`src/source/manchester_pkg.sv`:
```
// Manchester codec shared definitions

package manchester_pkg;

    // ------------------------------------------------------------
    // Data widths
    // ------------------------------------------------------------

    // One data byte on the link
    typedef logic [7:0] byte_t;

    // Bit position inside a byte, 0 to 7
    typedef logic [2:0] bit_idx_t;

    // Bits in one frame
    localparam int BITS_PER_BYTE = 8;

    // ------------------------------------------------------------
    // State machines
    // ------------------------------------------------------------

    // Encoder: idle, then first chip (inverted bit), then second chip
    typedef enum logic [1:0] {
        ENC_IDLE,
        ENC_FIRST,
        ENC_SECOND
    } enc_state_t;

    // Decoder pairing phase
    typedef enum logic {
        DEC_WAIT_FIRST,
        DEC_WAIT_SECOND
    } dec_phase_t;

endpackage
```
`src/source/link_ifs.sv`:
```
// Serial link interfaces

`timescale 1ns/100ps

// Valid/ready serial stream, one bit per transfer
interface serial_if;
    logic valid;
    logic ready;
    logic data;
    // Marks the first element of a frame
    logic first;

    modport src (output valid, output data, output first, input ready);
    modport snk (input valid, input data, input first, output ready);
endinterface

// Decoded bit strobe, no back-pressure
interface rx_bit_if;
    logic valid;
    logic data;
    logic first;
    // Chip pair was not a legal Manchester symbol
    logic error;

    modport src (output valid, output data, output first, output error);
    modport snk (input valid, input data, input first, input error);
endinterface

```
`src/source/manchester_link.sv`:
```
// Framed Manchester link, transmit and receive paths

`timescale 1ns/100ps

module manchester_link
    import manchester_pkg::*;
(
    input  logic  clk,
    input  logic  rst_n,

    // Byte input
    input  byte_t tx_data,
    input  logic  tx_valid,
    output logic  tx_ready,

    // Chip output with back-pressure
    output logic  chip_out,
    output logic  chip_first,
    output logic  chip_valid,
    input  logic  chip_ready,

    // Chip input strobes
    input  logic  rx_chip,
    input  logic  rx_chip_first,
    input  logic  rx_chip_valid,

    // Decoded bytes
    output byte_t rx_byte,
    output logic  rx_error,
    output logic  rx_byte_valid
);

    // ------------------------------------------------------------
    // Transmit path
    // ------------------------------------------------------------

    serial_if bit_link ();
    serial_if chip_link ();

    bit_serializer u_ser (
        .clk      (clk),
        .rst_n    (rst_n),
        .tx_data  (tx_data),
        .tx_valid (tx_valid),
        .tx_ready (tx_ready),
        .bits     (bit_link.src)
    );

    manchester_encoder u_enc (
        .clk   (clk),
        .rst_n (rst_n),
        .bits  (bit_link.snk),
        .chips (chip_link.src)
    );

    // Chip stream out to plain ports
    assign chip_out        = chip_link.data;
    assign chip_first      = chip_link.first;
    assign chip_valid      = chip_link.valid;
    assign chip_link.ready = chip_ready;

    // ------------------------------------------------------------
    // Receive path
    // ------------------------------------------------------------

    rx_bit_if rx_bits ();

    manchester_decoder u_dec (
        .clk           (clk),
        .rst_n         (rst_n),
        .rx_chip       (rx_chip),
        .rx_chip_first (rx_chip_first),
        .rx_chip_valid (rx_chip_valid),
        .bits          (rx_bits.src)
    );

    bit_deserializer u_des (
        .clk           (clk),
        .rst_n         (rst_n),
        .bits          (rx_bits.snk),
        .rx_byte       (rx_byte),
        .rx_error      (rx_error),
        .rx_byte_valid (rx_byte_valid)
    );

endmodule

```
`src/source/bit_deserializer.sv`:
```
// Bit to byte deserializer, MSB first

`timescale 1ns/100ps

module bit_deserializer
    import manchester_pkg::*;
(
    input  logic  clk,
    input  logic  rst_n,
    rx_bit_if.snk bits,
    output byte_t rx_byte,
    output logic  rx_error,
    output logic  rx_byte_valid
);

    // ------------------------------------------------------------
    // Local signals
    // ------------------------------------------------------------

    byte_t    shreg;
    bit_idx_t cnt;
    // Sticky error for the frame in progress
    logic     err_acc;

    // Position and error of the incoming bit, after a restart
    bit_idx_t idx;
    logic     err_next;
    byte_t    byte_next;
    logic     frame_done;

    // A marked bit throws away any partial byte
    assign idx        = bits.first ? '0 : cnt;
    assign err_next   = (bits.first ? 1'b0 : err_acc) | bits.error;
    assign byte_next  = {shreg[6:0], bits.data};
    assign frame_done = bits.valid & (idx == bit_idx_t'(BITS_PER_BYTE - 1));

    // ------------------------------------------------------------
    // Frame counting
    // ------------------------------------------------------------

    always_ff @(posedge clk or negedge rst_n) begin
        if (!rst_n) begin
            cnt           <= '0;
            err_acc       <= 1'b0;
            rx_byte_valid <= 1'b0;
        end else begin
            rx_byte_valid <= frame_done;
            if (bits.valid) begin
                // Wraps to zero after the eighth bit
                cnt     <= idx + 1'b1;
                err_acc <= frame_done ? 1'b0 : err_next;
            end
        end
    end

    // ------------------------------------------------------------
    // Byte payload
    // ------------------------------------------------------------

    always_ff @(posedge clk) begin
        if (bits.valid) begin
            shreg <= byte_next;
        end
        if (frame_done) begin
            rx_byte  <= byte_next;
            rx_error <= err_next;
        end
    end

endmodule

```
`src/source/manchester_decoder.sv`:
```
// Manchester chip pair decoder

`timescale 1ns/100ps

module manchester_decoder
    import manchester_pkg::*;
(
    input  logic    clk,
    input  logic    rst_n,
    input  logic    rx_chip,
    input  logic    rx_chip_first,
    input  logic    rx_chip_valid,
    rx_bit_if.src   bits
);

    // ------------------------------------------------------------
    // Local signals
    // ------------------------------------------------------------

    dec_phase_t phase;

    // First chip of the current pair and its frame mark
    logic       chip_q;
    logic       mark_q;

    // Strobe of the second chip of a pair
    logic       pair_done;

    // A marked chip always opens a pair, whatever the phase
    assign pair_done = rx_chip_valid & ~rx_chip_first & (phase == DEC_WAIT_SECOND);

    // ------------------------------------------------------------
    // Pairing control
    // ------------------------------------------------------------

    always_ff @(posedge clk or negedge rst_n) begin
        if (!rst_n) begin
            phase      <= DEC_WAIT_FIRST;
            bits.valid <= 1'b0;
        end else begin
            bits.valid <= pair_done;
            if (rx_chip_valid) begin
                if (rx_chip_first || phase == DEC_WAIT_FIRST) begin
                    phase <= DEC_WAIT_SECOND;
                end else begin
                    phase <= DEC_WAIT_FIRST;
                end
            end
        end
    end

    // ------------------------------------------------------------
    // Pair payload
    // ------------------------------------------------------------

    always_ff @(posedge clk) begin
        // Open a pair
        if (rx_chip_valid && (rx_chip_first || phase == DEC_WAIT_FIRST)) begin
            chip_q <= rx_chip;
            mark_q <= rx_chip_first;
        end
        // Close a pair
        if (pair_done) begin
            // Legal pairs end in the bit value, so the second chip is the data
            bits.data  <= rx_chip;
            bits.first <= mark_q;
            // 00 and 11 are code violations
            bits.error <= (chip_q == rx_chip);
        end
    end

endmodule

```
`src/source/manchester_encoder.sv`:
```
// Manchester bit to chip encoder

`timescale 1ns/100ps

module manchester_encoder
    import manchester_pkg::*;
(
    input  logic  clk,
    input  logic  rst_n,
    serial_if.snk bits,
    serial_if.src chips
);

    // ------------------------------------------------------------
    // Local signals
    // ------------------------------------------------------------

    enc_state_t state;

    // Latched bit and its frame mark
    logic       bit_q;
    logic       first_q;

    logic       bit_take;
    logic       chip_take;

    // Take a new bit only when both chips of the last one are gone
    assign bits.ready = (state == ENC_IDLE);
    assign bit_take   = bits.valid & bits.ready;

    assign chip_take  = chips.valid & chips.ready;

    // ------------------------------------------------------------
    // Chip output
    // ------------------------------------------------------------

    assign chips.valid = (state != ENC_IDLE);

    // First half is the inverted bit, second half the bit itself
    // so 1 -> 0,1 and 0 -> 1,0
    assign chips.data  = (state == ENC_FIRST) ? ~bit_q : bit_q;

    // Frame mark rides on the first chip only
    assign chips.first = (state == ENC_FIRST) & first_q;

    // ------------------------------------------------------------
    // State machine
    // ------------------------------------------------------------

    always_ff @(posedge clk or negedge rst_n) begin
        if (!rst_n) begin
            state <= ENC_IDLE;
        end else begin
            case (state)
                ENC_IDLE: begin
                    if (bit_take) begin
                        state <= ENC_FIRST;
                    end
                end
                // Hold each chip until the line side accepts it
                ENC_FIRST: begin
                    if (chip_take) begin
                        state <= ENC_SECOND;
                    end
                end
                ENC_SECOND: begin
                    if (chip_take) begin
                        state <= ENC_IDLE;
                    end
                end
                default: state <= ENC_IDLE;
            endcase
        end
    end

    // Bit latch
    always_ff @(posedge clk) begin
        if (bit_take) begin
            bit_q   <= bits.data;
            first_q <= bits.first;
        end
    end

endmodule

```
`src/source/bit_serializer.sv`:
```
// Byte to bit serializer, MSB first

`timescale 1ns/100ps

module bit_serializer
    import manchester_pkg::*;
(
    input  logic     clk,
    input  logic     rst_n,
    input  byte_t    tx_data,
    input  logic     tx_valid,
    output logic     tx_ready,
    serial_if.src    bits
);

    // ------------------------------------------------------------
    // Local signals
    // ------------------------------------------------------------

    // High while a byte is being shifted out
    logic     busy;
    // Shift register, bit 7 is presented to the encoder
    byte_t    shreg;
    // Number of bits already transferred in this byte
    bit_idx_t cnt;

    logic     byte_take;
    logic     bit_take;
    logic     last_bit;

    // Byte side handshake
    assign tx_ready  = ~busy;
    assign byte_take = tx_valid & tx_ready;

    // Bit side handshake
    assign bit_take  = bits.valid & bits.ready;
    assign last_bit  = (cnt == bit_idx_t'(BITS_PER_BYTE - 1));

    // ------------------------------------------------------------
    // Bit presentation
    // ------------------------------------------------------------

    assign bits.valid = busy;
    assign bits.data  = shreg[7];
    // Only bit 7 starts a frame
    assign bits.first = busy & (cnt == '0);

    // ------------------------------------------------------------
    // Control
    // ------------------------------------------------------------

    always_ff @(posedge clk or negedge rst_n) begin
        if (!rst_n) begin
            busy <= 1'b0;
            cnt  <= '0;
        end else begin
            if (byte_take) begin
                busy <= 1'b1;
                cnt  <= '0;
            end else if (bit_take) begin
                cnt <= cnt + 1'b1;
                // Eighth bit gone, accept a new byte next cycle
                if (last_bit) begin
                    busy <= 1'b0;
                end
            end
        end
    end

    // Payload shift register
    always_ff @(posedge clk) begin
        if (byte_take) begin
            shreg <= tx_data;
        end else if (bit_take) begin
            shreg <= {shreg[6:0], 1'b0};
        end
    end

endmodule

```
`config.mk`:
```
export PLATFORM = sky130hd
export DESIGN_NAME = manchester_link
export DESIGN_NICKNAME = d
export VERILOG_FILES = /design/src/source/manchester_pkg.sv /design/src/source/link_ifs.sv /design/src/source/manchester_link.sv /design/src/source/bit_deserializer.sv /design/src/source/manchester_decoder.sv /design/src/source/manchester_encoder.sv /design/src/source/bit_serializer.sv
export SDC_FILE = /design/constraint.sdc
export NUM_CORES = 1
export LEC_CHECK = 0
export ABC_AREA = 1
export ABC_CLOCK_PERIOD_IN_PS = 2100
export BUFFER_PORTS_ARGS = -buffer_cell sky130_fd_sc_hd__buf_2
export CORE_ASPECT_RATIO = 1.75
export CORE_MARGIN = 3
export CORE_UTILIZATION = 40
export DETAILED_ROUTE_END_ITERATION = 12
export GPL_TIMING_DRIVEN = 0
export PLACE_DENSITY = 0.65
export SLEW_MARGIN = 20
export SYNTH_ARGS = -nofsm -noshare
export SYNTH_HDL_FRONTEND = slang
export SYNTH_SLANG_ARGS = --single-unit
```
`constraint.sdc`:
```
create_clock -name clk -period 2.1 [get_ports clk]
set_input_delay 0.105 -clock clk [delete_from_list [all_inputs] [get_ports clk]]
set_output_delay 0.105 -clock clk [all_outputs]
set_load 0.02 [all_outputs]
```
Word level (Yosys, flattened, before mapping)
Cells that the tools add are included.

$add $sub $neg: 2. Equality and inequality tests: 8. Mux-type cells: 16. Bitwise logic cells: 13. Reduce and logical (&&, ||, !) cells: 9.

Operators with widths (count): 8-bit 2-to-1 mux (2); 3-bit 2-to-1 mux (3); 1-bit AND (8); 1-bit 2-to-1 mux (7); 3-bit by 1-bit adder with 3-bit output (second input constant) (2); 3-bit equality test (second input constant) (2); 2-bit 2-to-1 mux (3); 2-bit one-hot mux with 3 select lines (1); 2-bit nonzero test (3); 2-bit by 1-bit inequality test with 1-bit output (second input constant) (2); 1-bit inverter (4); 3-bit zero test (1); 3-bit AND reduction (1); 2-bit by 1-bit equality test with 1-bit output (second input constant) (1); 2-bit equality test (second input constant) (1); 2-bit zero test (1); 2-bit inequality test (second input constant) (1); 2-bit AND reduction (1); 1-bit equality test (1); 1-bit logical AND (1); 1-bit logical OR (1); 1-bit OR (1).

Flip-flop bits (word level): 44. Input bits: 15. Logic and storage cells: 67.

Longest topological paths before layout
Depth in word-level cells: 4. Gate-level depth with buffers: 9.

Hierarchy
A second synthesis with hierarchy kept.

Cell total of the unflattened synthesis: 148. Area total of the unflattened synthesis: 1762.9 µm².

Modules (own cells, without submodules): bit_deserializer (instances 1, cells an instance 46, area an instance 725.7 µm², sequential area each 605.6 µm²); bit_serializer (instances 1, cells an instance 63, area an instance 601.8 µm², sequential area each 340.3 µm²); manchester_decoder (instances 1, cells an instance 16, area an instance 244.0 µm², sequential area each 200.2 µm²); manchester_encoder (instances 1, cells an instance 23, area an instance 191.4 µm², sequential area each 110.1 µm²).

Worst setup path before layout
OpenSTA, ideal clock, no wires.

Path type: register to register. Start: reg u_dec.bits.first. End: reg u_des.rx_byte[0] (enable). Setup time: 0.336 ns. Arrival: 1.100 ns. Required time: 1.764 ns. Setup slack: 0.665 ns. Stages on the path, launching flop included: 6. Path through: edfxtp_1 nor2_1 ha_1 ha_1 nand2_1 inv_1.

Longest elaborated chain between the ends: 3.

RTL lines: start: declaration (line link_ifs.sv:25) `modport src (output valid, output data, output first, output error);`; start signal: assignment (line manchester_decoder.sv:66) `bits.first <= mark_q;`; 3-bit 2-to-1 mux (line bit_deserializer.sv:32) `assign idx = bits.first ? '0 : cnt;`; 3-bit equality test (line bit_deserializer.sv:35) `assign frame_done = bits.valid & (idx == bit_idx_t'(BITS_PER_BYTE - 1));`; 1-bit AND (line bit_deserializer.sv:35); net u_des.frame_done (line bit_deserializer.sv:29) `logic frame_done;`; end signal: assignment (line bit_deserializer.sv:65) `rx_byte <= byte_next;`; end: declaration (line bit_deserializer.sv:11) `output byte_t rx_byte,`.

The timed path passes the listed nets, and every way through them passes these cells. A chain may end at the register's enable or synchronous reset.

Worst setup path after layout
Start: reg u_dec.bits.first. End: reg u_des.rx_byte[3] (enable).

Same word-level chain as after synthesis.

==> run metrics <==
status=finished, final reports clean; Final Hold Vio Count=0; Post-DRT Antenna Nets=0; routability congestion estimate=0.689; clock slew at reported path FFs=0.08 ns; xor-xnor portion of the synthesized cell area=1.02%; cts hold-fix bufs=2; CTS tree=done; Die Ht=92.7 microns; starting DRC count in detailed routing=18; Core Area=4020 sq um; origin of the critical flop-to-flop path=u_dec.bits.first; hold path depth=1; Leak Pwr=0.924 nW; # clock sinks=44; critical path launch point type=flip-flop; Reg2Reg Depth=5; Syn Std Cell Area=1720 sq um; CTS Root Cell=clkbuf_8; CP arrival=1.56 ns; Max Slew Vio Count=0; Pwr Total=2.21 mW; Unique masters post-synth=18; Num CTS Buffers=5; post-CTS sizing=0; maximum clock insertion buffer count=2; starting density of the core=42.8%; Post-Synthesis Cells=139; WP data required=2.05 ns; Hold EP=u_dec.mark_q; post-CTS setup buffer count=0; number of global-route vias before repair=1058; register area share after synthesis=73.1%; Syn Area/Cell=12.4 sq um; worst-path fanout max=11; Total Wirelength=2620 microns; DP HPWL=1910 microns; first-pass GRT wire length=4750 microns; number of detailed-route iterations in the first pass=4; Remaining Overflow, GRT=0; Worst IR Drop VDD=0.644 mV; ANT cells=0; min-delay worst type=in -> reg; Least-Margin Pin Slew=0.569 ns; Residual DRC=0; Final nets=195; mean routed wirelength per cell=11.7 microns; Fmax=0.623 GHz; Die Width=55.5 microns; Ports=29; Pwr Density=1090 nW/um^2; Fin Setup TNS=0 ns; fin area=2020 sq um; Max-slew headroom=61.8%; fillcell total=351; Rows=30; Area Overhead vs Synth=17.6%; Final setup viols=0; PortBufs=27; post-DR vias/cell=4.69; R2R Path End=u_des.rx_byte[3]; worst hold start=rx_chip_first; clock skew=0.00365 ns; Worst R2R Setup Slack=0.49 ns; Syn. warnings=0; Synth Register Bits=44; placed inst area=1910 sq um; Crit Path Class=reg -> reg; CP endpoint kind=flip-flop; simple-gate share of the synthesized area=15.5%; commonest non-fill, non-tap cell in the layout=nand2_1; largest family of logic cells by synthesized area=simple AND/OR/NAND/NOR gates; largest net degree at the start of global routing=15; most frequent cells in the layout=32 x nand2_1, 31 x edfxtp_1, 29 x buf_2; RSZ-0062 raised after global routing=false; Skew-Pair Late Insertion Delay=0.29 ns; Post-Synth Adder-Cell Area=3.64%; share of post-route cells with drive strength above 1=23.9%; mux cell area share after synthesis=0%; antenna violations before repair=0; complex-gate fraction of the synthesized area=1.75%; vias=1051; final worst-path cycle share=76.5%; GRT Util Overall=12.0%; Final Critical Period=1.61 ns; total number of H-tree levels=2; Post-Syn Nets=159; die area=5150 sq um; MaxCap Viol Count=0
[logic make-up (layout without fill, tap and decap cells)]
kind of cell | Yosys count | in the layout
flops | 44 | 44
compound gates | 6 | 6
simple gates | 62 | 62
xor+xnor | 2 | 2
buf+inv | 20 | 57
fa+ha+maj | 5 | 5
[per-layer routing]
metal  share of wire, %  vias up  global-route usage [%]
met5                  0        -                       0
met4                1.8        0                    5.48
met3                6.5        6                    4.74
met2                 53       29                    21.0
met1                 38      488                    12.2
li1                   -      528                       -
[per-stage QoR]
| stage | util, % | cells | hold slack (ns) | setup slack [ns] |
|---|---|---|---|---|
| global route | 50.3 | 224 | 0.0128 | 0.311 |
| CTS | 50.3 | 224 | 0.00461 | 0.454 |
| finish | 50.3 | 224 | 0.0208 | 0.494 |
| global placement | 47.6 | 214 | 0.00557 | 0.548 |
| floorplan | - | 139 | -0.191 | 0.665 |
| detailed placement | 47.6 | 214 | 0.0134 | 0.465 |
[worst max-delay path, cell delays in order (launching register included)]
cell      delay [ns]
edfxtp_1        0.45
nor2_1          0.18
ha_1            0.16
ha_1            0.13
nand2_1         0.05
inv_1           0.30
[cell type report]
class                           count  area (sq um)  share of cell area (%)
Clock buffer                        5          68.8                    3.41
Buffer                              3          21.3                    1.05
Clock inverter                      3          18.8                   0.929
Tap cell                           48          60.1                    2.97
Inverter                           17          63.8                    3.16
Timing Repair Buffer               29           155                    7.68
Sequential cell                    44          1260                    62.2
Multi-Input combinational cell     75           377                    18.6
[report_power, final]
part | internal, mW | switching, mW | total [mW]
logic | 0.164 | 0.305 | 0.469
clock network | 0.229 | 0.276 | 0.505
registers | 1.15 | 0.0816 | 1.23
total | 1.54 | 0.662 | 2.21
[worst max path at each step]
stage,from,endpoint,slack (ns)
2_1_floorplan,u_dec.bits.first,u_des.rx_byte[0],0.66
3_3_place_gp,u_dec.bits.first,u_des.rx_byte[0],0.55
3_5_place_dp,u_dec.bits.first,u_des.rx_byte[0],0.46
4_1_cts,u_dec.bits.first,u_des.rx_byte[6],0.45
5_1_grt,u_dec.bits.first,u_des.rx_byte[7],0.31
6_report,u_dec.bits.first,u_des.rx_byte[3],0.49
[Yosys cell counts (all sizes together)]
| master | number | area, sq um |
|---|---|---|
| nor2 | 15 | 58.8 |
| edfxtp | 31 | 931 |
| inv | 17 | 63.8 |
| xnor2 | 2 | 17.5 |
| or2 | 1 | 6.26 |
| buf | 3 | 21.3 |
| o21ai | 3 | 15.0 |
| dfrtp | 13 | 325 |
| a21oi | 3 | 15.0 |
| ha | 5 | 62.6 |
| nand2 | 33 | 131 |
| nand3 | 12 | 65.1 |
| nor3 | 1 | 5.00 |
[sequential cells by signal (all words and copies together) (netlist names), 2 cells and up]
name and count:
u_des.cnt 3, u_des.shreg 7, u_des.rx_byte 8, u_enc.state 2
u_ser.shreg 8, u_ser.cnt 3
(Power assumes the default switching activity.)
